<file path="src/cpu_arch_pkg.sv">
`default_nettype none

package cpu_arch_pkg;

  // Step sequencer states
  typedef enum logic [2:0] {
    ST_IDLE  = 3'd0,  // Waiting for run
    ST_FETCH = 3'd1,  // Latch instruction
    ST_READ  = 3'd2,  // Register read
    ST_EXEC  = 3'd3,  // ALU or memory access
    ST_WRITE = 3'd4   // Write-back, PC update
  } cpu_state_e;

  // ************************************************************************
  // Sizes
  // ************************************************************************
  localparam int XLEN     = 32;   // Data width
  localparam int NUM_REGS = 16;   // Register file depth

  localparam int MEM_WORDS = 64;  // Words per memory
  localparam int MEM_AW    = 6;   // Word address width

  localparam int LINK_REG = 14;   // Branch-with-link target

  // PC arithmetic
  localparam int PC_STEP     = 4;
  localparam int BRANCH_BIAS = 8; // PC reads two words ahead

endpackage

`default_nettype wire

</file>
<file path="src/cpu_memory.sv">
`timescale 1ns/1ps
`default_nettype none

module cpu_memory
  import cpu_arch_pkg::*;
(
  input  wire         clk,
  input  wire         imem_we_i,
  input  wire  [5:0]  imem_addr_i,
  input  wire  [31:0] imem_data_i,
  input  wire  [31:0] pc_i,
  input  wire         dmem_we_i,
  input  wire  [31:0] dmem_addr_i,
  input  wire  [31:0] dmem_wdata_i,
  output logic [31:0] inst_o,
  output logic [31:0] dmem_rdata_o
);

  logic [XLEN-1:0]   imem [MEM_WORDS];   // Program
  logic [XLEN-1:0]   dmem [MEM_WORDS];   // Data
  logic [MEM_AW-1:0] pc_word, d_word;

  // Byte address to word index
  assign pc_word = pc_i[MEM_AW+1:2];
  assign d_word  = dmem_addr_i[MEM_AW+1:2];

  always_ff @(posedge clk) begin
    if (imem_we_i) imem[imem_addr_i] <= imem_data_i;  // Load port, idle only
    if (dmem_we_i) dmem[d_word] <= dmem_wdata_i;      // Store
  end

  assign inst_o       = imem[pc_word];
  assign dmem_rdata_o = dmem[d_word];

endmodule

`default_nettype wire

</file>
<file path="config.mk">
export PLATFORM = sky130hd
export DESIGN_NAME = cpu_memory
export DESIGN_NICKNAME = d
export VERILOG_FILES = /design/src/cpu_arch_pkg.sv /design/src/cpu_memory.sv
export SDC_FILE = /design/constraint.sdc
export NUM_CORES = 2
export LEC_CHECK = 0
export BUFFER_PORTS_ARGS = -buffer_cell sky130_fd_sc_hd__buf_2
export CORE_ASPECT_RATIO = 1.75
export CORE_UTILIZATION = 35
export CTS_CLUSTER_DIAMETER = 200
export DETAILED_ROUTE_END_ITERATION = 10
export HOLD_SLACK_MARGIN = 0.05
export PLACE_DENSITY_LB_ADDON = 0.08
export SYNTH_ARGS = -nofsm -noshare
export SYNTH_HDL_FRONTEND = slang
export SYNTH_SLANG_ARGS = --single-unit
export TNS_END_PERCENT = 10
</file>
<file path="constraint.sdc">
create_clock -name clk -period 3.4 [get_ports clk]
set_input_delay 0.34 -clock clk [delete_from_list [all_inputs] [get_ports clk]]
set_output_delay 0.34 -clock clk [all_outputs]
set_load 0.01 [all_outputs]
</file>
==> key figures <==
Power
  – Total power: 107.1 mW
  – Worst VDD drop: 0.4281 mV
  – Power Dens Cells: 573.1 mW/mm2
  – Pleak: 59.01 nW

Outcome
  – Failing checks: setup timing
  – Run status: finished, violations left

GRT
  – Largest net degree at the start of global routing: 71
  – First-pass GRT wire length: 732,400 um
  – GRT overflow: 0
  – Vias in the first global route: 84,553
  – Antenna violations before repair: 31
  – Total global-route track usage: 23.89%

STA
  – Setup TNS: -1.531 ns
  – RSZ-0062 raised after global routing: yes
  – Slew @ Worst Pin: 1.374 ns
  – Final Hold Fails: 0
  – Worst setup margin: -0.3447 ns
  – Slew HR: 8.425%
  – Final period util: 110.1%
  – Final setup viols: 16
  – Fmax achieved: 267.0 MHz
  – Pins Over Slew Limit: 0
  – Post-layout minimum cycle time: 3.745 ns

Worst setup path
  – Crit. End Element: primary output
  – Levels on crit path: 8
  – Critical path, cell by cell: mux2_4 -> a221o_1 -> a222oi_1 -> o22ai_2 -> a221oi_2 -> buf_4 -> nand4_1 -> buf_6
  – CP max stage delay: 0.36 ns
  – Arrival @ worst endpoint: 3.40 ns
  – Critical path class: register to primary output
  – CP max-delay cell: edfxtp_1
  – CP bufs+invs: 2
  – CP top delay family: compound AO/OA/AOI/OAI gates
  – Critical path launch point type: register
  – Critical path fanouts, max: 1
  – Critical path required time: 3.06 ns

Cells and area
  – NumNets Final: 8,351
  – Core Util, Final: 42.08%
  – Fin cells: 14,418
  – Layout cells sized above 1: 32.91%
  – Final instance area: 0.1870 mm2
  – Fillers: 39,048
  – Area growth syn-to-layout: 19.82%

Routing
  – Total Wirelength: 538,400 um
  – Wire per inst: 37.34 um
  – Via count: 79,722
  – TritonRoute pass-1 iters: 6
  – DRT iter0 DRCs: 7,234
  – DR vias/cell: 5.529
  – Post-route ant nets: 0
  – Residual DRC count: 0

Synth
  – Area leader, netlist: edfxtp_1
  – Commonest cells post-synth: edfxtp_1, mux4_2, mux2i_1
  – Ys flop type: edfxtp_1
  – Mapped cell area: 0.1560 mm2
  – Share of the synthesized area in the top cell type: 78.83%
  – Distinct cells, synth: 57
  – Syn Inst Count: 7,157
  – Area contributors post-synth: edfxtp_1, mux4_2, mux2i_1
  – Synth Net Count: 7,294
  – Syn Area/Cell: 21.80 um2
  – Most frequent cell after synthesis: edfxtp_1
  – Synth Warn #: 0
  – Post-synth EDFFs: 4,096
  – Register area share after synthesis: 78.83%
  – Seq cells post-synth: 4,096
  – FFs w/ async S/R, synth: 0%

Worst hold path
  – Worst Hold Path Cells: 2
  – Worst hold path type: primary input to register

Die
  – Die area: 0.4486 mm2
  – Number of top-level pins: 201
  – Initial Util: 35.12%
  – Core Rows: 324
  – Die H: 885.3 um
  – Die Wd: 506.7 um
  – Core area: 0.4443 mm2

Clock network
  – TritonCTS clock tree: done
  – Clk slew on worst S/H paths: 0.07 ns
  – Clock buffer depth: 4
  – CTS sink count: 4,096
  – Htree depth: 5
  – CTS Buf Count: 398
  – Root buffer cell: clkbuf_16

Placement
  – Placed Cells: 13,652
  – Cell area after placement: 0.1731 mm2
  – IO buf count: 148
  – GPL Wtd Cong: 0.8316
  – Post-DP HPWL: 346,500 um

Flow run
  – Max cap viols: 0
==> registers in the layout, summed over array words and instances, names as in the netlist <==
name  flops
imem   2048
dmem   2048
==> where the power goes <==
group	leakage [nW]	internal [mW]	total, mW	switching [mW]
Combinational	16.0	2.62	7.24	4.62
Sequential	36.8	55.9	56.0	0.0729
Clock	6.14	24.6	43.9	19.4
==> repair_timing <==
item                                   CTS  global route
endpoints found under the hold margin  750             0
setup endpoints to repair               55            41
hold buffers                            32             0
gates resized for setup                151            36
setup buffers                            0             0
pin swaps                               32             8
==> per-layer routing <==
layer	vias up	wire length [um]	global-route usage, %
met5	-	61	0
met4	10	26040	9.959
met3	712	20290	2.586
met2	2268	298900	45.69
met1	44006	193100	26.57
li1	32726	-	-
==> kinds of logic (layout without fill, tap and decap cells) <==
logic type | count (synthesis) | after routing | share of synthesized area, %
mux | 1174 | 1174 | 13.97
buf+inv | 439 | 1820 | 1.334
simple gates | 517 | 517 | 1.431
flops | 4096 | 4096 | 78.83
other cells | 0 | 12 | 0
compound gates | 931 | 931 | 4.431
==> metrics by stage <==
stage                     setup slack (ns)  hold slack (ns)
after global routing               -0.4405          0.08654
after floorplan                    -0.1804           0.4389
after CTS                          -0.3855          0.05161
after global placement             -0.3963           0.9009
final                              -0.3447           0.1118
after detailed placement           -0.4382           0.9129
==> final timing paths <==
kind / slack [ns] / start / end
setup / recovery: -0.34 / dmem[32][13] / dmem_rdata_o[13]
hold / removal: 0.11 / imem_data_i[15] / imem[33][15]
==> layout make-up <==
type	count	area, um2	share of cell area (%)
multi-input combinational	2622	32800	17.55
clock buffer	489	10490	5.612
clock inverter	235	2111	1.129
tap	5868	7342	3.927
sequential	4096	123000	65.79
inverter	3	26.28	0.01405
timing repair buffer	1093	11150	5.963
antenna	12	30.03	0.01606
==> cell usage in the layout (no fill, tap or decap), types with 127 or more instances in the layout <==
cell type,instances
edfxtp_1,4096
mux4_2,790
buf_4,654
clkbuf_16,407
mux2i_1,244
buf_12,242
a221oi_1,216
a22oi_1,159
nand2_1,142
nor2_4,133
buf_2,129
mux2_2,127
(Power assumes the default switching activity.)
