--- config.mk ---
export PLATFORM = sky130hd
export DESIGN_NAME = cpu_pc
export DESIGN_NICKNAME = d
export VERILOG_FILES = /design/src/cpu_arch_pkg.sv /design/src/cpu_pc.sv
export SDC_FILE = /design/constraint.sdc
export NUM_CORES = 1
export LEC_CHECK = 0
export ABC_AREA = 0
export BUFFER_PORTS_ARGS = -buffer_cell sky130_fd_sc_hd__buf_2
export CORE_MARGIN = 5
export CORE_UTILIZATION = 45
export CTS_BUF_LIST = sky130_fd_sc_hd__clkbuf_2
export CTS_CLUSTER_DIAMETER = 200
export DETAILED_ROUTE_END_ITERATION = 8
export PLACE_DENSITY = 0.84
export RECOVER_POWER = 100
export SLEW_MARGIN = 5
export SYNTH_ARGS = -nofsm -noshare
export SYNTH_HDL_FRONTEND = slang
export SYNTH_SLANG_ARGS = --single-unit
export TNS_END_PERCENT = 20
--- constraint.sdc ---
create_clock -name clk -period 5.75 [get_ports clk]
set_clock_uncertainty 0.15 [all_clocks]
set_input_delay 0.8625 -clock clk [delete_from_list [all_inputs] [get_ports clk]]
set_output_delay 0.8625 -clock clk [all_outputs]
set_load 0.1 [all_outputs]
--- src/cpu_arch_pkg.sv ---
`default_nettype none

package cpu_arch_pkg;

  // Step sequencer states
  typedef enum logic [2:0] {
    ST_IDLE  = 3'd0,  // Waiting for run
    ST_FETCH = 3'd1,  // Latch instruction
    ST_READ  = 3'd2,  // Register read
    ST_EXEC  = 3'd3,  // ALU or memory access
    ST_WRITE = 3'd4   // Write-back, PC update
  } cpu_state_e;

  // ************************************************************************
  // Sizes
  // ************************************************************************
  localparam int XLEN     = 32;   // Data width
  localparam int NUM_REGS = 16;   // Register file depth

  localparam int MEM_WORDS = 64;  // Words per memory
  localparam int MEM_AW    = 6;   // Word address width

  localparam int LINK_REG = 14;   // Branch-with-link target

  // PC arithmetic
  localparam int PC_STEP     = 4;
  localparam int BRANCH_BIAS = 8; // PC reads two words ahead

endpackage

`default_nettype wire

--- src/cpu_pc.sv ---
`timescale 1ns/1ps
`default_nettype none

module cpu_pc
  import cpu_arch_pkg::*;
(
  input  wire         clk,
  input  wire         rst_n_i,
  input  wire         step_i,
  input  wire         take_branch_i,
  input  wire  [23:0] offset_i,
  output logic [31:0] pc_o
);

  logic [XLEN-1:0] pc_q;
  logic [XLEN-1:0] pc_next;
  logic [XLEN-1:0] branch_off;     // Byte offset

  assign branch_off = {{6{offset_i[23]}}, offset_i, 2'b00};  // Sign-extend, times four

  always_comb begin
    if (take_branch_i) pc_next = pc_q + XLEN'(BRANCH_BIAS) + branch_off;
    else               pc_next = pc_q + XLEN'(PC_STEP);
  end

  // Wraps modulo instruction memory bytes
  always_ff @(posedge clk or negedge rst_n_i) begin
    if (!rst_n_i) begin
      pc_q <= '0;
    end else if (step_i) begin
      pc_q <= {{(XLEN-MEM_AW-2){1'b0}}, pc_next[MEM_AW+1:0]};
    end
  end

  assign pc_o = pc_q;

endmodule

`default_nettype wire

==> impl_metrics.env <==
export IMPL_start_util_pct=47.4
export IMPL_reg2reg_slack_ps=3280
export IMPL_cts_resized=0
export IMPL_finalInstanceArea_sq_um=823
export IMPL_hold_path_class="input pin to asynchronous set/reset pin"
export IMPL_drc=0
export IMPL_timing_rr_start="pc_o[3]"
export IMPL_antenna_cells=0
export IMPL_max_freq_mhz=360
export IMPL_crit_path_end_kind="flop"
export IMPL_synth_area_per_cell_sq_um=8.44
export IMPL_hold_viol=0
export IMPL_fin_ws_ps=2970
export IMPL_grt_start_max_net_pins=17
export IMPL_dpl_cell_area_sq_um=817
export IMPL_fin_tns_setup_ps=0
export IMPL_area_growth_pct=-0.454
export IMPL_rsz0062_at_grt="no"
export IMPL_cts_tree="yes"
export IMPL_ys_warnings_count=0
export IMPL_first_global_vias=596
export IMPL_vdd_drop_max_uv=305
export IMPL_synth_cell_area_sq_um=827
export IMPL_grt_first_pass_wirelength_um=2480
export IMPL_setup_viol=0
export IMPL_wire_per_inst_um=11.0
export IMPL_worst_slew_pin_slew_ps=1180
export IMPL_gr_usage_all_layers_pct=12.2
export IMPL_io_pins=60
export IMPL_dp_hpwl_um=1340
export IMPL_ant_nets=0
export IMPL_cts_root_buf="clkbuf_2"
export IMPL_num_vias=646
export IMPL_place_ws_ps=2730
export IMPL_synth_top_area_share_pct=25.4
export IMPL_power_switching_share_pct=67.2
export IMPL_drive_above_1_share_pct=13.3
export IMPL_crit_path_max_fanout=3
export IMPL_arrival_ps=2710
export IMPL_critPathKind="input pin to flop"
export IMPL_cts_max_level=1
export IMPL_combPwrFrac_pct=76.7
export IMPL_synthesis_instances=98
export IMPL_die_width_um=52.9
export IMPL_synthTopCellsByArea="buf_4, dfrtp_1, ha_1"
export IMPL_yosys_register_bits=6
export IMPL_cts_setup_buffers=0
export IMPL_required_ps=5680
export IMPL_startpoint_type="input pin"
export IMPL_clk_path_buf_depth=2
export IMPL_p_clk_share_pct=5.5
export IMPL_outcome="complete, no violations"
export IMPL_clk_latency_ps=210
export IMPL_seq_area_frac_synth_pct=18.2
export IMPL_gp_congestion=0.760
export IMPL_p_leak_nw=0.427
export IMPL_period_share_pct=48.3
export IMPL_drt_iter0_markers=5
export IMPL_final_nets=154
export IMPL_routed_wl_um=1520
export IMPL_fill_cells=192
export IMPL_relSlewSlack_pct=21.9
export IMPL_port_buffers=15
export IMPL_intPower_mw=0.171
export IMPL_holdBufCountCts=0
export IMPL_switchingPower_mw=0.351
export IMPL_vias_per_cell=4.68
export IMPL_die_h_um=52.9
export IMPL_cap_violations=0
export IMPL_rr_endpoint="pc_o[7]"
export IMPL_drv_slew=0
export IMPL_core_area_sq_um=1750
export IMPL_die_area_sq_um=2800
export IMPL_seq_area_sq_um=150
export IMPL_rr_worst_depth=10
export IMPL_min_period_ps=2780
export IMPL_pwr_share_seq_pct=17.8
export IMPL_synth_top_area_cell="buf_4"
export IMPL_cts_sink_count=6
export IMPL_cts_clk_slew_worst_paths_ps=60
export IMPL_cts_buffers=3
export IMPL_multi_input_area_sq_um=531
export IMPL_largest_register_ffs=6
export IMPL_yosysUniqueCellTypes=28
export IMPL_antenna_found_initial=0
export IMPL_rows=15
export IMPL_power_density_nw_per_um2=634
export IMPL_firstDrtPassIters=4
export IMPL_grt_overflow=0
==> power groups by stage <==
stage	Combinational (mW)	Clock [mW]	Sequential (mW)
after global routing	0.436	0.0338	0.0972
after CTS	0.409	0.0304	0.0919
after floorplan	0.234	0	0.220
after global placement	0.397	0	0.0908
final	0.400	0.0288	0.0926
after detailed placement	0.409	0	0.0936
==> Yosys cell counts <==
cell type,instances
dfrtp_1,6
a221oi_2,1
conb_1,1
nand2b_1,2
xor2_1,1
o21a_1,1
nand3b_1,1
buf_4,28
and3_1,1
a21o_1,1
mux2i_1,2
or3_1,1
xnor2_1,2
and3_4,2
nor2b_1,1
nor2_1,9
a31o_1,1
nand4_1,3
o22a_2,1
a31oi_1,2
a311oi_1,1
a22oi_1,1
a21oi_1,7
inv_1,8
o21ai_0,2
nor3_1,1
fa_1,1
ha_1,10
==> area by class of cell <==
class | count | share of cell area (%)
timing repair buffer | 15 | 8.05
sequential | 6 | 18.2
clock buffer | 3 | 1.82
multi-input combinational | 81 | 64.4
tap | 25 | 3.80
inverter | 8 | 3.65
==> per-stage QoR <==
stage	power (mW)	hold WS (ps)	instances	utilization [%]
2_1_floorplan	0.454	417	123	-
4_1_cts	0.532	301	138	47.7
3_5_place_dp	0.502	448	135	46.8
3_3_place_gp	0.487	450	135	46.8
5_1_grt	0.566	378	138	47.2
6_report	0.522	364	138	47.2
==> cell usage in the layout, fill, tap and decap left out, types with 2 or more instances in the layout <==
| cell | Yosys | layout |
|---|---|---|
| buf_2 | 0 | 8 |
| ha_1 | 10 | 10 |
| nand2b_1 | 2 | 2 |
| conb_1 | 1 | 26 |
| a21oi_1 | 7 | 7 |
| mux2i_1 | 2 | 2 |
| inv_1 | 8 | 8 |
| nand4_1 | 3 | 3 |
| xnor2_1 | 2 | 2 |
| and3_4 | 2 | 2 |
| a31oi_1 | 2 | 2 |
| clkbuf_2 | 0 | 3 |
| dfrtp_1 | 6 | 6 |
| nor2_1 | 9 | 9 |
| clkbuf_1 | 0 | 7 |
| o21ai_0 | 2 | 2 |
==> worst max-delay path, cell delays in order <==
cell      delay [ps]
buf_2             70
inv_1             30
ha_1             270
inv_1             60
ha_1             160
inv_1             50
fa_1             380
nand2b_1         170
a21oi_1          280
mux2i_1          240
nand4_1          120
==> layer usage <==
layer / global-route usage [%] / up-vias / share of wire [%] / routed length (um)
met2: 21.1 / 29 / 49 / 741
met4: 2.55 / 0 / 0 / 0
met3: 5.35 / 0 / 9.0 / 136
met1: 13.8 / 300 / 42 / 637
li1: - / 317 / - / -
met5: 0 / - / 0 / 0
==> cell families (layout without fill, tap and decap cells) <==
group,after synthesis,in the layout,synth area share (%)
AO/OA/AOI/OAI,18,18,14.8
XOR/XNOR,3,3,3.18
adder cells (fa/ha/maj),11,11,17.5
buffers and inverters,36,26,29.0
flip-flops,6,6,18.2
multiplexers,2,2,2.42
other,1,26,0.453
AND/OR/NAND/NOR,21,21,14.4
==> how the worst max path moves through the flow <==
stage	startpoint	to	slack, ps	cells past startpoint
detailed placement	offset_i[1]	pc_o[7]	2730	11
finish	offset_i[1]	pc_o[7]	2970	11
CTS	offset_i[1]	pc_o[7]	2950	11
global route	offset_i[1]	pc_o[7]	2800	11
floorplan	pc_o[3]	pc_o[7]	2870	10
global placement	offset_i[1]	pc_o[7]	2850	11
Power figures use the tool's default switching activity.
