<file path="src/cpu_arch_pkg.sv">
`default_nettype none

package cpu_arch_pkg;

  // Step sequencer states
  typedef enum logic [2:0] {
    ST_IDLE  = 3'd0,  // Waiting for run
    ST_FETCH = 3'd1,  // Latch instruction
    ST_READ  = 3'd2,  // Register read
    ST_EXEC  = 3'd3,  // ALU or memory access
    ST_WRITE = 3'd4   // Write-back, PC update
  } cpu_state_e;

  // ************************************************************************
  // Sizes
  // ************************************************************************
  localparam int XLEN     = 32;   // Data width
  localparam int NUM_REGS = 16;   // Register file depth

  localparam int MEM_WORDS = 64;  // Words per memory
  localparam int MEM_AW    = 6;   // Word address width

  localparam int LINK_REG = 14;   // Branch-with-link target

  // PC arithmetic
  localparam int PC_STEP     = 4;
  localparam int BRANCH_BIAS = 8; // PC reads two words ahead

endpackage

`default_nettype wire

</file>
<file path="src/cpu_isa_pkg.sv">
`default_nettype none

package cpu_isa_pkg;

  // Data-processing opcode, bits 24..21
  typedef enum logic [3:0] {
    OP_AND = 4'b0000,
    OP_EOR = 4'b0001,
    OP_SUB = 4'b0010,
    OP_ADD = 4'b0100,
    OP_TST = 4'b1000,
    OP_TEQ = 4'b1001,
    OP_CMP = 4'b1010,
    OP_ORR = 4'b1100,
    OP_MOV = 4'b1101,
    OP_BIC = 4'b1110,
    OP_MVN = 4'b1111
  } cpu_opcode_e;

  // Instruction class, bits 27..25
  typedef enum logic [2:0] {
    CLS_DP_REG = 3'b000,
    CLS_DP_IMM = 3'b001,
    CLS_LDST   = 3'b010,
    CLS_BRANCH = 3'b101
  } cpu_class_e;

  // Condition field, 1111 is never
  typedef enum logic [3:0] {
    EQ, NE, CS, CC, MI, PL, VS, VC, HI, LS, GE, LT, GT, LE, AL
  } cpu_cond_e;

  // ************************************************************************
  // Field positions
  // ************************************************************************
  localparam int COND_LSB   = 28, COND_W = 4;
  localparam int CLS_LSB    = 25, CLS_W = 3;
  localparam int OPC_LSB    = 21, OPC_W = 4;
  localparam int LINK_BIT   = 24;                 // Branch with link
  localparam int U_BIT      = 23;                 // Add offset when set
  localparam int S_BIT      = 20;                 // Set flags
  localparam int L_BIT      = 20;                 // Load when set, same bit as S
  localparam int RN_LSB     = 16, RD_LSB = 12, RM_LSB = 0, REG_W = 4;
  localparam int ROT_LSB    = 8,  ROT_W = 4;
  localparam int IMM8_LSB   = 0,  IMM8_W = 8;
  localparam int SHAMT_LSB  = 7,  SHAMT_W = 5;
  localparam int SHTYPE_LSB = 5;                  // Two bits
  localparam int OFFSET_LSB = 0,  OFFSET_W = 12;  // Load/store offset
  localparam int BR_OFF_LSB = 0,  BR_OFF_W = 24;  // Branch word offset

  // Shift types
  localparam logic [1:0] SH_LSL = 2'b00;
  localparam logic [1:0] SH_LSR = 2'b01;
  localparam logic [1:0] SH_ASR = 2'b10;
  localparam logic [1:0] SH_ROR = 2'b11;

endpackage

`default_nettype wire
</file>
<file path="src/cpu_control.sv">
`timescale 1ns/1ps
`default_nettype none

module cpu_control
  import cpu_isa_pkg::*;
  import cpu_arch_pkg::*;
(
  input  wire         clk,
  input  wire         rst_n_i,
  input  wire         run_i,
  input  wire  [31:0] inst_i,
  input  wire  [31:0] alu_res_i,
  input  wire         alu_c_i,
  input  wire         alu_v_i,
  input  wire  [31:0] dmem_rdata_i,
  input  wire  [31:0] pc_i,
  output logic [31:0] inst_o,
  output logic [3:0]  ra_a_o,
  output logic [3:0]  ra_b_o,
  output logic [3:0]  wa_o,
  output logic [31:0] wdata_o,
  output logic        reg_we_o,
  output logic        dmem_we_o,
  output logic        pc_step_o,
  output logic        take_branch_o,
  output logic        retire_o,
  output logic [3:0]  flags_o
);

  cpu_state_e      state_q, state_d;
  logic [XLEN-1:0] inst_q;            // Held for the whole instruction
  logic [3:0]      flags_q;           // N Z C V
  cpu_class_e      cls;
  cpu_opcode_e     opc;
  cpu_cond_e       cond;
  logic            n, z, c, v;
  logic            cond_ok;
  logic            is_dp, is_ldst, is_load, is_branch, is_test, is_arith;
  logic            writes_reg, sets_flags;

  assign cls  = cpu_class_e'(inst_q[CLS_LSB +: CLS_W]);
  assign opc  = cpu_opcode_e'(inst_q[OPC_LSB +: OPC_W]);
  assign cond = cpu_cond_e'(inst_q[COND_LSB +: COND_W]);
  assign {n, z, c, v} = flags_q;

  // ************************************************************************
  // Step sequencer
  // ************************************************************************
  always_comb begin
    state_d = state_q;
    case (state_q)
      ST_IDLE:  if (run_i) state_d = ST_FETCH;
      ST_FETCH: state_d = ST_READ;
      ST_READ:  state_d = ST_EXEC;
      ST_EXEC:  state_d = ST_WRITE;
      ST_WRITE: state_d = run_i ? ST_FETCH : ST_IDLE;  // Stop only between instructions
      default:  state_d = ST_IDLE;
    endcase
  end

  always_ff @(posedge clk or negedge rst_n_i) begin
    if (!rst_n_i) state_q <= ST_IDLE;
    else          state_q <= state_d;
  end

  always_ff @(posedge clk) begin
    if (state_q == ST_FETCH) inst_q <= inst_i;          // Latch fetched word
  end

  // Condition check against current flags
  always_comb begin
    case (cond)
      EQ:      cond_ok = z;
      NE:      cond_ok = !z;
      CS:      cond_ok = c;
      CC:      cond_ok = !c;
      MI:      cond_ok = n;
      PL:      cond_ok = !n;
      VS:      cond_ok = v;
      VC:      cond_ok = !v;
      HI:      cond_ok = c && !z;
      LS:      cond_ok = !c || z;
      GE:      cond_ok = (n == v);
      LT:      cond_ok = (n != v);
      GT:      cond_ok = !z && (n == v);
      LE:      cond_ok = z || (n != v);
      AL:      cond_ok = 1'b1;
      default: cond_ok = 1'b0;                           // Never
    endcase
  end

  // Decode
  assign is_dp     = (cls == CLS_DP_REG) || (cls == CLS_DP_IMM);
  assign is_ldst   = (cls == CLS_LDST);
  assign is_load   = is_ldst && inst_q[L_BIT];
  assign is_branch = (cls == CLS_BRANCH);
  assign is_test   = (opc == OP_TST) || (opc == OP_TEQ) || (opc == OP_CMP);
  assign is_arith  = (opc == OP_ADD) || (opc == OP_SUB) || (opc == OP_CMP);

  assign writes_reg = (is_dp && !is_test) || is_load || (is_branch && inst_q[LINK_BIT]);
  assign sets_flags = is_dp && inst_q[S_BIT] && (opc != OP_BIC);

  // ************************************************************************
  // Flag register updated on the edge ending WRITE
  // ************************************************************************
  always_ff @(posedge clk or negedge rst_n_i) begin
    if (!rst_n_i) begin
      flags_q <= '0;
    end else if (state_q == ST_WRITE && sets_flags && cond_ok) begin
      flags_q[3] <= alu_res_i[XLEN-1];                   // N
      flags_q[2] <= (alu_res_i == '0);                   // Z
      flags_q[1] <= alu_c_i;                             // C passed through for logical ops
      if (is_arith) begin
        flags_q[0] <= alu_v_i;                           // V
      end
    end
  end

  // Stores read rd on port A
  assign ra_a_o = is_ldst ? inst_q[RD_LSB +: REG_W] : inst_q[RM_LSB +: REG_W];
  assign ra_b_o = inst_q[RN_LSB +: REG_W];
  assign wa_o   = is_branch ? 4'(LINK_REG) : inst_q[RD_LSB +: REG_W];

  // Write-back mux
  always_comb begin
    if (is_load)        wdata_o = dmem_rdata_i;
    else if (is_branch) wdata_o = pc_i + XLEN'(PC_STEP);  // Link value
    else                wdata_o = alu_res_i;
  end

  assign reg_we_o      = (state_q == ST_WRITE) && cond_ok && writes_reg;
  assign dmem_we_o     = (state_q == ST_EXEC) && cond_ok && is_ldst && !inst_q[L_BIT];
  assign pc_step_o     = (state_q == ST_WRITE);
  assign take_branch_o = (state_q == ST_WRITE) && cond_ok && is_branch;
  assign retire_o      = (state_q == ST_WRITE);           // Also for skipped ones
  assign inst_o        = inst_q;
  assign flags_o       = flags_q;

endmodule

`default_nettype wire

</file>
<file path="config.mk">
export PLATFORM = sky130hd
export DESIGN_NAME = cpu_control
export DESIGN_NICKNAME = d
export VERILOG_FILES = /design/src/cpu_arch_pkg.sv /design/src/cpu_isa_pkg.sv /design/src/cpu_control.sv
export SDC_FILE = /design/constraint.sdc
export NUM_CORES = 1
export LEC_CHECK = 0
export BUFFER_PORTS_ARGS = -buffer_cell sky130_fd_sc_hd__buf_2
export CAP_MARGIN = 30
export CORE_MARGIN = 2
export CORE_UTILIZATION = 42
export CTS_BUF_LIST = sky130_fd_sc_hd__clkbuf_8
export DETAILED_ROUTE_END_ITERATION = 12
export PLACE_DENSITY = 0.84
export SLEW_MARGIN = 20
export SYNTH_ARGS = -nofsm -noshare
export SYNTH_HDL_FRONTEND = slang
export SYNTH_SLANG_ARGS = --single-unit
</file>
<file path="constraint.sdc">
create_clock -name clk -period 3.7 [get_ports clk]
set_input_delay 0.37 -clock clk [delete_from_list [all_inputs] [get_ports clk]]
set_output_delay 0.37 -clock clk [all_outputs]
set_load 0.05 [all_outputs]
</file>
==> run_results.csv <==
group,metric,value,unit
synth,synthCells,326,
cts,cts.htree.levels,2,
power,power.leakage,0.00182,uW
floorplanning,start_util,43.0,%
critical_path,r2r_slack,1.41,ns
floorplanning,dieArea,7560,sq um
synth,ys_types,48,
sta,fmax,343,MHz
sta,finalWorstSetupSlack,0.785,ns
critical_path,worstPathRequired,3.33,ns
layout,final_common_cell,"buf_2",
global_routing,grt_pass1_vias,3092,
synth,async_flop_share,17.9,%
layout,diodes,0,
global_routing,overflow,0,
critical_path,path_cells,"mux2_2, a32oi_1, nand4_1, a311oi_2, and2b_2, a21boi_0, buf_2",
global_routing,grt_usage,24.6,%
synth,synthMuxAreaShare,6.50,%
synth,ys_seq_area_share,39.3,%
routing,routedWlPerCell,16.1,um
sta,setup_viol,0,
cts,cts_buffers,5,
cts,cts_tree,"yes",
synth,synth-simple-area-share,25.2,%
floorplanning,ioPinCount,218,
sta,worstMarginPinSlew,0.831,ns
sta,report.final.slew_viol_count,0,
power,p_total,2810,uW
synth,ys_warn_count,0,
placement,portBuffers,217,
floorplanning,num_rows,30,
sta,period_minus_slack,2.92,ns
synth,synth_top_family_by_area,"simple AND/OR/NAND/NOR gates",
synth,synth-compound-area-share,15.4,%
cts,post_cts_buffers,0,
synth,synth_fa_ha_area_share,0.433,%
min_path,hold_path.class,"primary input to register",
routing,drt_iter0_markers,160,
synth,synthXorXnorAreaFrac,8.49,%
placement,gp_congestion,0.828,
floorplanning,dieWidth,86.9,um
critical_path,worstSetupStartpointType,"register",
routing,wirelength,9920,um
job,cap_violations,0,
sta,final-hold-violation-count,0,
placement,place_area,4000,sq um
synth,synth_enable_flop_cells,32,
floorplanning,core_area,6720,sq um
power,cellPowerDensity,687,nW/um^2
cts,clockRootBuffer,"clkbuf_8",
power,ir_drop,520,uV
layout,final_layout_size_suffix_gt1_share,45.8,%
layout,area_growth,41.7,%
layout,final_cell_mix,"217 x buf_2, 40 x o21ai_0, 38 x nand2_1",
critical_path,critPathMaxStageDelay,0.50,ns
sta,slew_headroom,44.4,%
critical_path,arrival,2.55,ns
layout,final_cell_count_no_fill,617,
routing,drcViolationCount,0,
cts,cts_num_sinks,39,
critical_path,critical_path_class,"register to output pin",
sta,skew,0.00400,ns
sta,grt_setup_unrepaired,"no",
synth,ys_ff_latch,39,
global_routing,antenna_found_initial,0,
placement,place_inst,608,
global_routing,grt_max_degree,44,
synth,syn_avg_cell_area,8.86,sq um
synth,yosys_most_used_dff,"edfxtp_1",
placement,pre_cts_ws,1.10,ns
critical_path,cpMaxStageDelayCell,"edfxtp_1",
routing,vias,3376,
global_routing,grt_pass1_wl,14400,um
synth,netlist_area,2890,sq um
routing,dr.pass1.iters,7,
critical_path,crit_path_end_kind,"output pin",
cts,clk_pin_slew,0.07,ns
cts,cts_buffer_depth,2,
cts,insertion_delay,0.28,ns
synth,syn-num-nets,460,
routing,ant_nets,0,
placement,dp_hpwl,8020,um
routing,avgViaCountPerCell,5.47,
status,outcome,"finished clean",
critical_path,critPathMaxFanout,9,
layout,nNetsFinal,670,
layout,postLayoutCellArea,4100,sq um
sta,setup_tns,0,ns
floorplanning,fp.dieH,86.9,um
sta,final.period_utilization,78.8,%
==> kinds of logic after synthesis <==
logic type               Yosys count
AO/OA/AOI/OAI                     76
XOR/XNOR                          28
adder cells (fa/ha/maj)            1
buffers and inverters             26
flip-flops                        39
multiplexers                      17
AND/OR/NAND/NOR                  139
==> power by group <==
part           internal (uW)  switching, uW
registers                651            129
clock network            128            137
logic                    424           1340
total                   1200           1610
==> path summary, 6_finish.rpt <==
check,from,end,cells past startpoint
max in group asynchronous,rst_n_i,flags_o[1]$_DFFE_PN0P_,2
max reg2reg,inst_o[31]$_DFFE_PP_,flags_o[0]$_DFFE_PN0P_,6
min,inst_i[6],inst_o[6]$_DFFE_PP_,1
min in group asynchronous,rst_n_i,flags_o[0]$_DFFE_PN0P_,2
max,inst_o[30]$_DFFE_PP_,reg_we_o,7
min reg2reg,state_q[2]$_DFFE_PN0P_,state_q[1]$_DFFE_PN0P_,1
==> timing repair <==
item                                   4_1_cts  5_1_grt
gates resized for setup                      0        0
hold buffers                                 1        0
endpoints found under the hold margin        7        0
==> per-layer routing <==
metal	vias up	track usage, %	part of all wire (%)
met1	1579	32.0	39
met3	15	4.45	7.4
li1	1618	-	-
met5	-	0	0
met4	0	5.82	1.2
met2	164	42.3	52
==> layout make-up <==
cell class,instances,area (sq um)
fill,611,2620
tap,80,100
inverter,7,26.3
clock inverter,3,15.0
multi-input combinational,261,1620
clock buffer,5,68.8
sequential,39,1140
timing repair buffer,222,1130
==> critical path: cells and delay by family (launching register included) <==
kind / cells / cell delay [ns]
muxes: 1 / 0.37
and+or+nand+nor: 2 / 0.42
DFF: 1 / 0.50
AOI/OAI and AO/OA: 3 / 0.73
buffers and inverters: 1 / 0.25
==> synth_stat cells (all sizes together), types with 9 or more instances <==
| cell type | instances | area, sq um |
|---|---|---|
| nor3 | 9 | 45.0 |
| a22oi | 11 | 82.6 |
| a21oi | 14 | 70.1 |
| nor4 | 12 | 96.3 |
| mux2i | 9 | 90.1 |
| o21ai | 40 | 200 |
| nand3 | 17 | 85.1 |
| xnor2 | 18 | 158 |
| xor2 | 10 | 87.6 |
| nor2 | 28 | 105 |
| edfxtp | 32 | 961 |
| nand4 | 12 | 81.3 |
| clkbuf | 13 | 60.1 |
| nand2 | 38 | 143 |
==> flip-flops by register name, summed over array words and instances, names as in the netlist <==
| name | cells |
|---|---|
| flags_o | 4 |
| inst_o | 32 |
| state_q | 3 |
==> stage by stage <==
| step | hold slack [ns] | util, % |
|---|---|---|
| 3_5_place_dp | 0.218 | 59.6 |
| 4_1_cts | 0.247 | 60.9 |
| 5_1_grt | 0.238 | 60.9 |
| 2_1_floorplan | 0.0744 | - |
| 3_3_place_gp | 0.213 | 59.6 |
| 6_report | 0.257 | 60.9 |
Note: power is estimated with default switching activity, not from simulation.
