--- src/cpu_arch_pkg.sv ---
`default_nettype none

package cpu_arch_pkg;

  // Step sequencer states
  typedef enum logic [2:0] {
    ST_IDLE  = 3'd0,  // Waiting for run
    ST_FETCH = 3'd1,  // Latch instruction
    ST_READ  = 3'd2,  // Register read
    ST_EXEC  = 3'd3,  // ALU or memory access
    ST_WRITE = 3'd4   // Write-back, PC update
  } cpu_state_e;

  // ************************************************************************
  // Sizes
  // ************************************************************************
  localparam int XLEN     = 32;   // Data width
  localparam int NUM_REGS = 16;   // Register file depth

  localparam int MEM_WORDS = 64;  // Words per memory
  localparam int MEM_AW    = 6;   // Word address width

  localparam int LINK_REG = 14;   // Branch-with-link target

  // PC arithmetic
  localparam int PC_STEP     = 4;
  localparam int BRANCH_BIAS = 8; // PC reads two words ahead

endpackage

`default_nettype wire

--- src/cpu_regfile.sv ---
`timescale 1ns/1ps
`default_nettype none

module cpu_regfile
  import cpu_arch_pkg::*;
(
  input  wire         clk,
  input  wire         rst_n_i,
  input  wire  [3:0]  ra_a_i,
  input  wire  [3:0]  ra_b_i,
  input  wire         we_i,
  input  wire  [3:0]  wa_i,
  input  wire  [31:0] wdata_i,
  output logic [31:0] rd_a_o,
  output logic [31:0] rd_b_o
);

  logic [XLEN-1:0] regs [NUM_REGS];  // r0..r15

  // Write port, one register per cycle
  always_ff @(posedge clk or negedge rst_n_i) begin
    if (!rst_n_i) begin
      for (int i = 0; i < NUM_REGS; i++) begin
        regs[i] <= '0;
      end
    end else if (we_i) begin
      regs[wa_i] <= wdata_i;
    end
  end

  // Read ports, combinational
  assign rd_a_o = regs[ra_a_i];      // rm, or rd for stores
  assign rd_b_o = regs[ra_b_i];      // rn

endmodule

`default_nettype wire

--- config.mk ---
export PLATFORM = sky130hd
export DESIGN_NAME = cpu_regfile
export DESIGN_NICKNAME = d
export VERILOG_FILES = /design/src/cpu_arch_pkg.sv /design/src/cpu_regfile.sv
export SDC_FILE = /design/constraint.sdc
export NUM_CORES = 1
export LEC_CHECK = 0
export ABC_AREA = 1
export CORE_ASPECT_RATIO = 1.75
export CORE_UTILIZATION = 29
export DETAILED_ROUTE_END_ITERATION = 16
export DONT_BUFFER_PORTS = 1
export SLEW_MARGIN = 0
export SYNTH_ARGS = -nofsm -noshare
export SYNTH_HDL_FRONTEND = slang
export SYNTH_SLANG_ARGS = --single-unit
--- constraint.sdc ---
create_clock -name clk -period 1.7 [get_ports clk]
set_input_delay 0.34 -clock clk [delete_from_list [all_inputs] [get_ports clk]]
set_output_delay 0.34 -clock clk [all_outputs]
set_load 0.02 [all_outputs]
==> impl_metrics.env, run 1 <==
export IMPL_ant_nets=0
export IMPL_clockRootBuffer="clkbuf_16"
export IMPL_synth_warnings=0
export IMPL_cts_hold_buffers_added=33
export IMPL_final_cells=5833
export IMPL_numCtsBuffers=50
export IMPL_vias=30086
export IMPL_maxSlewHeadroom_pct=36.91
export IMPL_area_growth_pct=27.54
export IMPL_avgSynthCellArea_um2=6.700
export IMPL_setup_violations_final=64
export IMPL_crit_path_end_kind="output pin"
export IMPL_wl_per_cell_um=19.85
export IMPL_slew_violations=0
export IMPL_io_buffers=0
export IMPL_start_kind="flip-flop"
export IMPL_core_um2=100800
export IMPL_hp_class="input port to async pin"
export IMPL_via_per_inst=5.158
export IMPL_dpl_cell_area_um2=32100
export IMPL_ios=111
export IMPL_pre_cts_ws_ns=-0.1841
export IMPL_r2r_cells=4
export IMPL_routed_wl_mm=115.8
export IMPL_grt_ovfl_total=0
export IMPL_crit_type="flip-flop to output pin"
export IMPL_die_y_um=424.3
export IMPL_critical_path_max_fanout=2
export IMPL_rows=154
export IMPL_dpl_hpwl_mm=65.68
export IMPL_grt_pass1_vias=28568
export IMPL_yosysSeqAreaShare_pct=43.34
export IMPL_maxCapViolations=0
export IMPL_drive_above_1_share_pct=27.65
export IMPL_hold_viol_final=332
export IMPL_period_share_pct=117.3
export IMPL_clkLatencyLatePin_ns=0.59
export IMPL_top_register="regs"
export IMPL_start_util_pct=29.33
export IMPL_p_leak_uw=0.01835
export IMPL_reg2reg_setup_slack_ns=0.80
export IMPL_clock_skew_final_ns=0
export IMPL_rsz0062_at_grt="true"
export IMPL_fill_cells=10380
export IMPL_grt_pass1_wl_mm=173.9
export IMPL_final_cell_mix="nand2_1, nand3_1, dfrtp_1"
export IMPL_r2r_end="regs[154]"
export IMPL_use_met1_pct=25.18
export IMPL_drt_iter0_markers=2930
export IMPL_cts_clk_slew_worst_paths_ns=0.07
export IMPL_hold_ws_ns=-0.5542
export IMPL_worst_slack_ns=-0.2937
export IMPL_die_x_um=243.3
export IMPL_crit_arrival_ns=1.65
export IMPL_synthCells=4412
export IMPL_synthDistinctLibCells=19
export IMPL_first_pass_iters=5
export IMPL_reg_top3="regs (512)"
export IMPL_largest_reg_flops=512
export IMPL_synth_seq_cells=512
export IMPL_cts_sinks=512
export IMPL_grt_max_degree=513
export IMPL_dp_cells=5585
export IMPL_violations="hold timing, setup timing"
export IMPL_p_per_area_nw_per_um2=1040
export IMPL_fmax_mhz=501.6
export IMPL_worstMarginPinSlew_ns=0.9464
export IMPL_final_common_cell="nand2_1"
export IMPL_grt_use_met3_pct=3.194
export IMPL_worst_ep_required_time_ns=1.36
export IMPL_fin_nets=4516
export IMPL_cts_tree="done"
export IMPL_crit_start="regs[361]"
export IMPL_antenna_found_initial=4
export IMPL_netlist_area_um2=29560
export IMPL_grtUsageMet2_pct=37.64
export IMPL_timing_rr_start="regs[154]"
export IMPL_place_congestion=0.8716
export IMPL_period_needed_ns=1.994
export IMPL_outcome="finished with violations"
export IMPL_irDropWorstVdd_uv=887.5
export IMPL_gr_max_usage_layer="met2"
export IMPL_syn_num_nets=4459
export IMPL_grt_total_usage_pct=21.70
export IMPL_remaining_drc_errors=0
export IMPL_fin_area_um2=37700
export IMPL_htreeDepth=2
export IMPL_cts_buffer_depth=3
export IMPL_dieArea_um2=103300
export IMPL_p_total_uw=39220
## kinds of logic (layout without fill, tap and decap cells)
kind of cell | count (synthesis) | count (layout) | share of synthesized area (%)
flip-flops | 512 | 512 | 43.34
buffers and inverters | 866 | 960 | 11.78
AND/OR/NAND/NOR | 2522 | 2522 | 36.21
AO/OA/AOI/OAI | 512 | 512 | 8.669
other | 0 | 1 | 0
## layout make-up
cell class	instances	area (um^2)	share of cell area, %
antenna	1	2.502	0.006637
tap	1326	1659	4.401
clock inverter	16	188.9	0.5011
clock buffer	73	1459	3.870
timing repair buffer	313	3550	9.415
multi-input combinational	3034	15910	42.21
sequential	512	12810	33.98
inverter	558	2117	5.615
## synthesized netlist by cell type
cell | n | area share [%]
and3_1 | 1 | 0.021
buf_1 | 33 | 0.42
buf_2 | 124 | 2.1
buf_4 | 19 | 0.48
clkbuf_1 | 129 | 1.6
clkbuf_2 | 3 | 0.051
dfrtp_1 | 512 | 43
inv_1 | 555 | 7.0
inv_2 | 3 | 0.038
nand2_1 | 1602 | 20
nand2_2 | 5 | 0.11
nand3_1 | 896 | 15
nand3_2 | 6 | 0.20
nand4_2 | 1 | 0.042
nor2_1 | 1 | 0.013
nor2_2 | 4 | 0.085
nor2_4 | 6 | 0.23
o21ai_0 | 493 | 8.3
o21ai_1 | 19 | 0.32
## critical path, cell delays in order, from the launching register on
cell and delay, ns:
dfrtp_1 0.40, inv_2 0.08, nand2_2 0.05, nand3_1 0.06
nand3_1 0.09, nand3_2 0.12, nand2_4 0.10, buf_12 0.15
## how the worst max path moves through the flow
| stage | cells after the start | slack [ns] | end |
|---|---|---|---|
| finish | 7 | -0.29 | rd_a_o[9] |
| global route | 7 | -0.34 | rd_b_o[21] |
| CTS | 7 | -0.31 | rd_a_o[9] |
| detailed placement | 8 | -0.18 | rd_b_o[9] |
| global placement | 8 | -0.19 | rd_b_o[9] |
| floorplan | 8 | 0.03 | rd_a_o[16] |
## power by group
group / switching, uW / internal (uW)
Combinational: 6840 / 4500
Sequential: 1410 / 14800
Clock: 5100 / 6540
Total: 13400 / 25900
## layer usage
layer / routed length, um / up-vias / share of wire (%)
met2: 56680 / 1205 / 49
met4: 8113 / 4 / 7.0
met5: 25 / - / 0.022
li1: - / 14018 / -
met3: 7219 / 404 / 6.2
met1: 43750 / 14455 / 38
## what timing repair did
action / in CTS / in global routing
hold endpoints to repair: 706 / 332
resized for setup: 390 / 540
cloned: 0 / 1
pin swaps: 199 / 221
buffers inserted: 25 / 97
endpoints found under the setup margin: 64 / 135
## metrics by stage
step	util, %	TNS [ns]
finish	37.41	-10.80
floorplan	-	0
global route	37.41	-14.32
detailed placement	31.85	-4.859
CTS	35.11	-11.53
global placement	31.85	-4.261
No activity file was read; power rests on OpenSTA's default activity.
==> inputs of run 2 (changes only) <==
Settings changed: ABC_AREA 1 to unset, ABC_CLOCK_PERIOD_IN_PS set to 1700, CORE_UTILIZATION 29 to 45.
==> run 2 against run 1 <==
The flow finishes with violations (hold timing, slew limit, setup timing). Sequential power increased by 6%. First-iteration DRC count decreased by 68%. Clock power about the same. Cell count is 58% lower. Combinational power fell by 21%. Power is 4.6% lower. Highest routed layer is now met4.
==> impl_metrics.env, run 2 <==
export IMPL_cts_tree="done"
export IMPL_setup_violations_final=64
export IMPL_synthFlopType="dfrtp_1"
export IMPL_yosys_area_top_type_share_pct=48.43
export IMPL_remaining_drc_errors=0
export IMPL_worst_ep_required_time_ns=1.36
export IMPL_cpPeakStageDelay_ns=0.48
export IMPL_maxCapViolations=0
export IMPL_synth_area_top_cells="dfrtp_1, mux4_2, mux2_2"
export IMPL_reg_top3="regs (512)"
export IMPL_fin_nets=1697
export IMPL_yosys_top_cells_count="dfrtp_1, mux2_2, mux4_2"
export IMPL_grt_pass1_vias=17232
export IMPL_synth_edff_count=0
export IMPL_worstMarginPinSlew_ns=2.583
export IMPL_met2_length_mm=40.18
export IMPL_multiInputGateArea_um2=13950
export IMPL_p_sw_share_pct=27.66
export IMPL_irDropWorstVdd_uv=879.8
export IMPL_ant_nets=0
export IMPL_dpl_hpwl_mm=45.57
export IMPL_cts_clk_slew_worst_paths_ns=0.06
export IMPL_outcome="finished with violations"
export IMPL_violations="hold timing, slew limit, setup timing"
export IMPL_synthArstFlopShare_pct=100.0
export IMPL_synth_seq_cells=512
export IMPL_numCtsBuffers=51
export IMPL_crit_type="flip-flop to output pin"
export IMPL_syn_num_nets=1722
export IMPL_yosysSeqAreaShare_pct=48.43
export IMPL_clockRootBuffer="clkbuf_16"
export IMPL_dieArea_um2=59810
export IMPL_final_common_cell="dfrtp_1"
export IMPL_period_share_pct=133.7
export IMPL_synthCells=1675
export IMPL_dr_wl_met3_mm=4.189
export IMPL_largest_reg_flops=512
export IMPL_grt_total_usage_pct=26.72
export IMPL_top_register="regs"
export IMPL_drt_iter0_markers=931
export IMPL_die_x_um=185.3
export IMPL_cts_hold_buffers_added=32
export IMPL_r2r_cells=2
export IMPL_final_cells=2460
export IMPL_hp_class="input port to async pin"
export IMPL_htreeDepth=2
export IMPL_core_um2=58120
export IMPL_avgSynthCellArea_um2=15.80
export IMPL_critical_path_max_fanout=3
export IMPL_maxSlewHeadroom_pct=-72.17
export IMPL_grt_max_degree=513
export IMPL_crit_path_end_kind="output pin"
export IMPL_start_kind="flip-flop"
export IMPL_worst_slack_ns=-0.5726
export IMPL_start_util_pct=45.53
export IMPL_via_per_inst=6.412
export IMPL_seqPwrFrac_pct=45.6
export IMPL_synth_top_cell_by_area="dfrtp_1"
export IMPL_area_growth_pct=15.80
export IMPL_grt_pass1_wl_mm=114.8
export IMPL_hold_viol_final=388
export IMPL_synthDistinctLibCells=18
export IMPL_vias=15773
export IMPL_synth_most_common_cell="dfrtp_1"
export IMPL_period_needed_ns=2.273
export IMPL_fill_cells=4788
export IMPL_routed_wl_mm=76.88
export IMPL_pwr_share_clk_pct=30.7
export IMPL_grt_ovfl_total=0
export IMPL_wl_met1_mm=29.28
export IMPL_antenna_found_initial=9
export IMPL_fmax_mhz=440.0
export IMPL_topRoutingLayerUsed="met4"
export IMPL_wl_per_cell_um=31.25
export IMPL_slew_violations=446
export IMPL_power_internal_uw=27070
export IMPL_rsz0062_at_grt="true"
export IMPL_clock_skew_final_ns=0
export IMPL_io_buffers=0
export IMPL_ios=111
export IMPL_p_leak_uw=0.01210
export IMPL_first_pass_iters=7
export IMPL_cts_sinks=512
export IMPL_die_y_um=322.8
export IMPL_p_per_area_nw_per_um2=1221
export IMPL_dp_cells=2336
export IMPL_seqCellArea_um2=12810
export IMPL_final_cell_mix="dfrtp_1, mux2_2, mux4_2"
export IMPL_hold_ws_ns=-0.4922
export IMPL_netlist_area_um2=26460
export IMPL_p_total_uw=37420
export IMPL_p_switching_uw=10350
export IMPL_place_congestion=0.8055
export IMPL_crit_arrival_ns=1.93
export IMPL_rows=117
export IMPL_clkLatencyLatePin_ns=0.59
export IMPL_crit_slowest_cell="mux4_2"
export IMPL_crit_chain="mux4_2, a22oi_2, nand2_2"
export IMPL_cts_buffer_depth=3
export IMPL_comb_power_share_pct=23.8
export IMPL_drive_above_1_share_pct=66.23
export IMPL_synth_warnings=0
## run 2: layer usage
| metal | track usage, % | up-vias |
|---|---|---|
| li1 | - | 6485 |
| met1 | 32.24 | 8704 |
| met2 | 46.57 | 413 |
| met3 | 5.386 | 171 |
| met4 | 10.27 | 0 |
| met5 | 0 | - |
## run 2: cell type report
class	instances	share of cell area (%)
multi-input cells	993	45.53
flip-flops and latches	512	41.82
clock buffers	76	4.864
repair buffers	92	4.068
well taps	773	3.157
clock inverters	12	0.5432
diodes	2	0.01634
## run 2: power groups by stage
stage               Clock [uW]  Sequential, uW  Combinational (uW)
floorplan                    0           16500                7580
global placement             0           16900                8340
detailed placement           0           17200                8540
CTS                      11800           17000                8930
global route             12200           17500                9390
finish                   11500           17100                8890
## run 2: logic make-up after synthesis
kind of cell	share of synthesized area (%)
multiplexers	43.58
flip-flops	48.43
buffers and inverters	2.766
AO/OA/AOI/OAI	3.632
AND/OR/NAND/NOR	1.594
## run 2: stage by stage
stage | setup WS (ns) | utilization [%] | TNS, ns | area, um^2
after global routing | -0.6421 | 52.72 | -34.76 | 30640
after global placement | -0.09820 | 48.97 | -2.850 | 28460
after detailed placement | -0.1167 | 48.97 | -2.964 | 28460
final | -0.5726 | 52.72 | -30.85 | 30640
after floorplan | -0.08437 | - | -5.386 | 27610
after CTS | -0.6410 | 52.64 | -33.84 | 30590
## run 2: path summary, 6_finish.rpt
| path | startpoint | endpoint | slack, ns |
|---|---|---|---|
| min | rst_n_i | regs[81] | -0.49 |
| max reg2reg | regs[388] | regs[388] | 0.80 |
| min in group clk | wa_i[0] | regs[424] | 0.26 |
| max | regs[146] | rd_b_o[18] | -0.57 |
| max in group asynchronous | rst_n_i | regs[199] | 0.22 |
| min reg2reg | regs[436] | regs[436] | 0.52 |
## run 2: timing repair
item / 4_1_cts / 5_1_grt
endpoints found under the setup margin: 64 / 64
endpoints found under the hold margin: 1024 / 512
buffers inserted: 2 / 0
pin swaps: 31 / 20
resized for setup: 28 / 8
## run 2: critical path, delay by kind of cell, from the launching register on
family	cells	cell delay [ns]
multiplexers	1	0.48
AND/OR/NAND/NOR	1	0.18
flip-flops	1	0.40
AO/OA/AOI/OAI	1	0.29
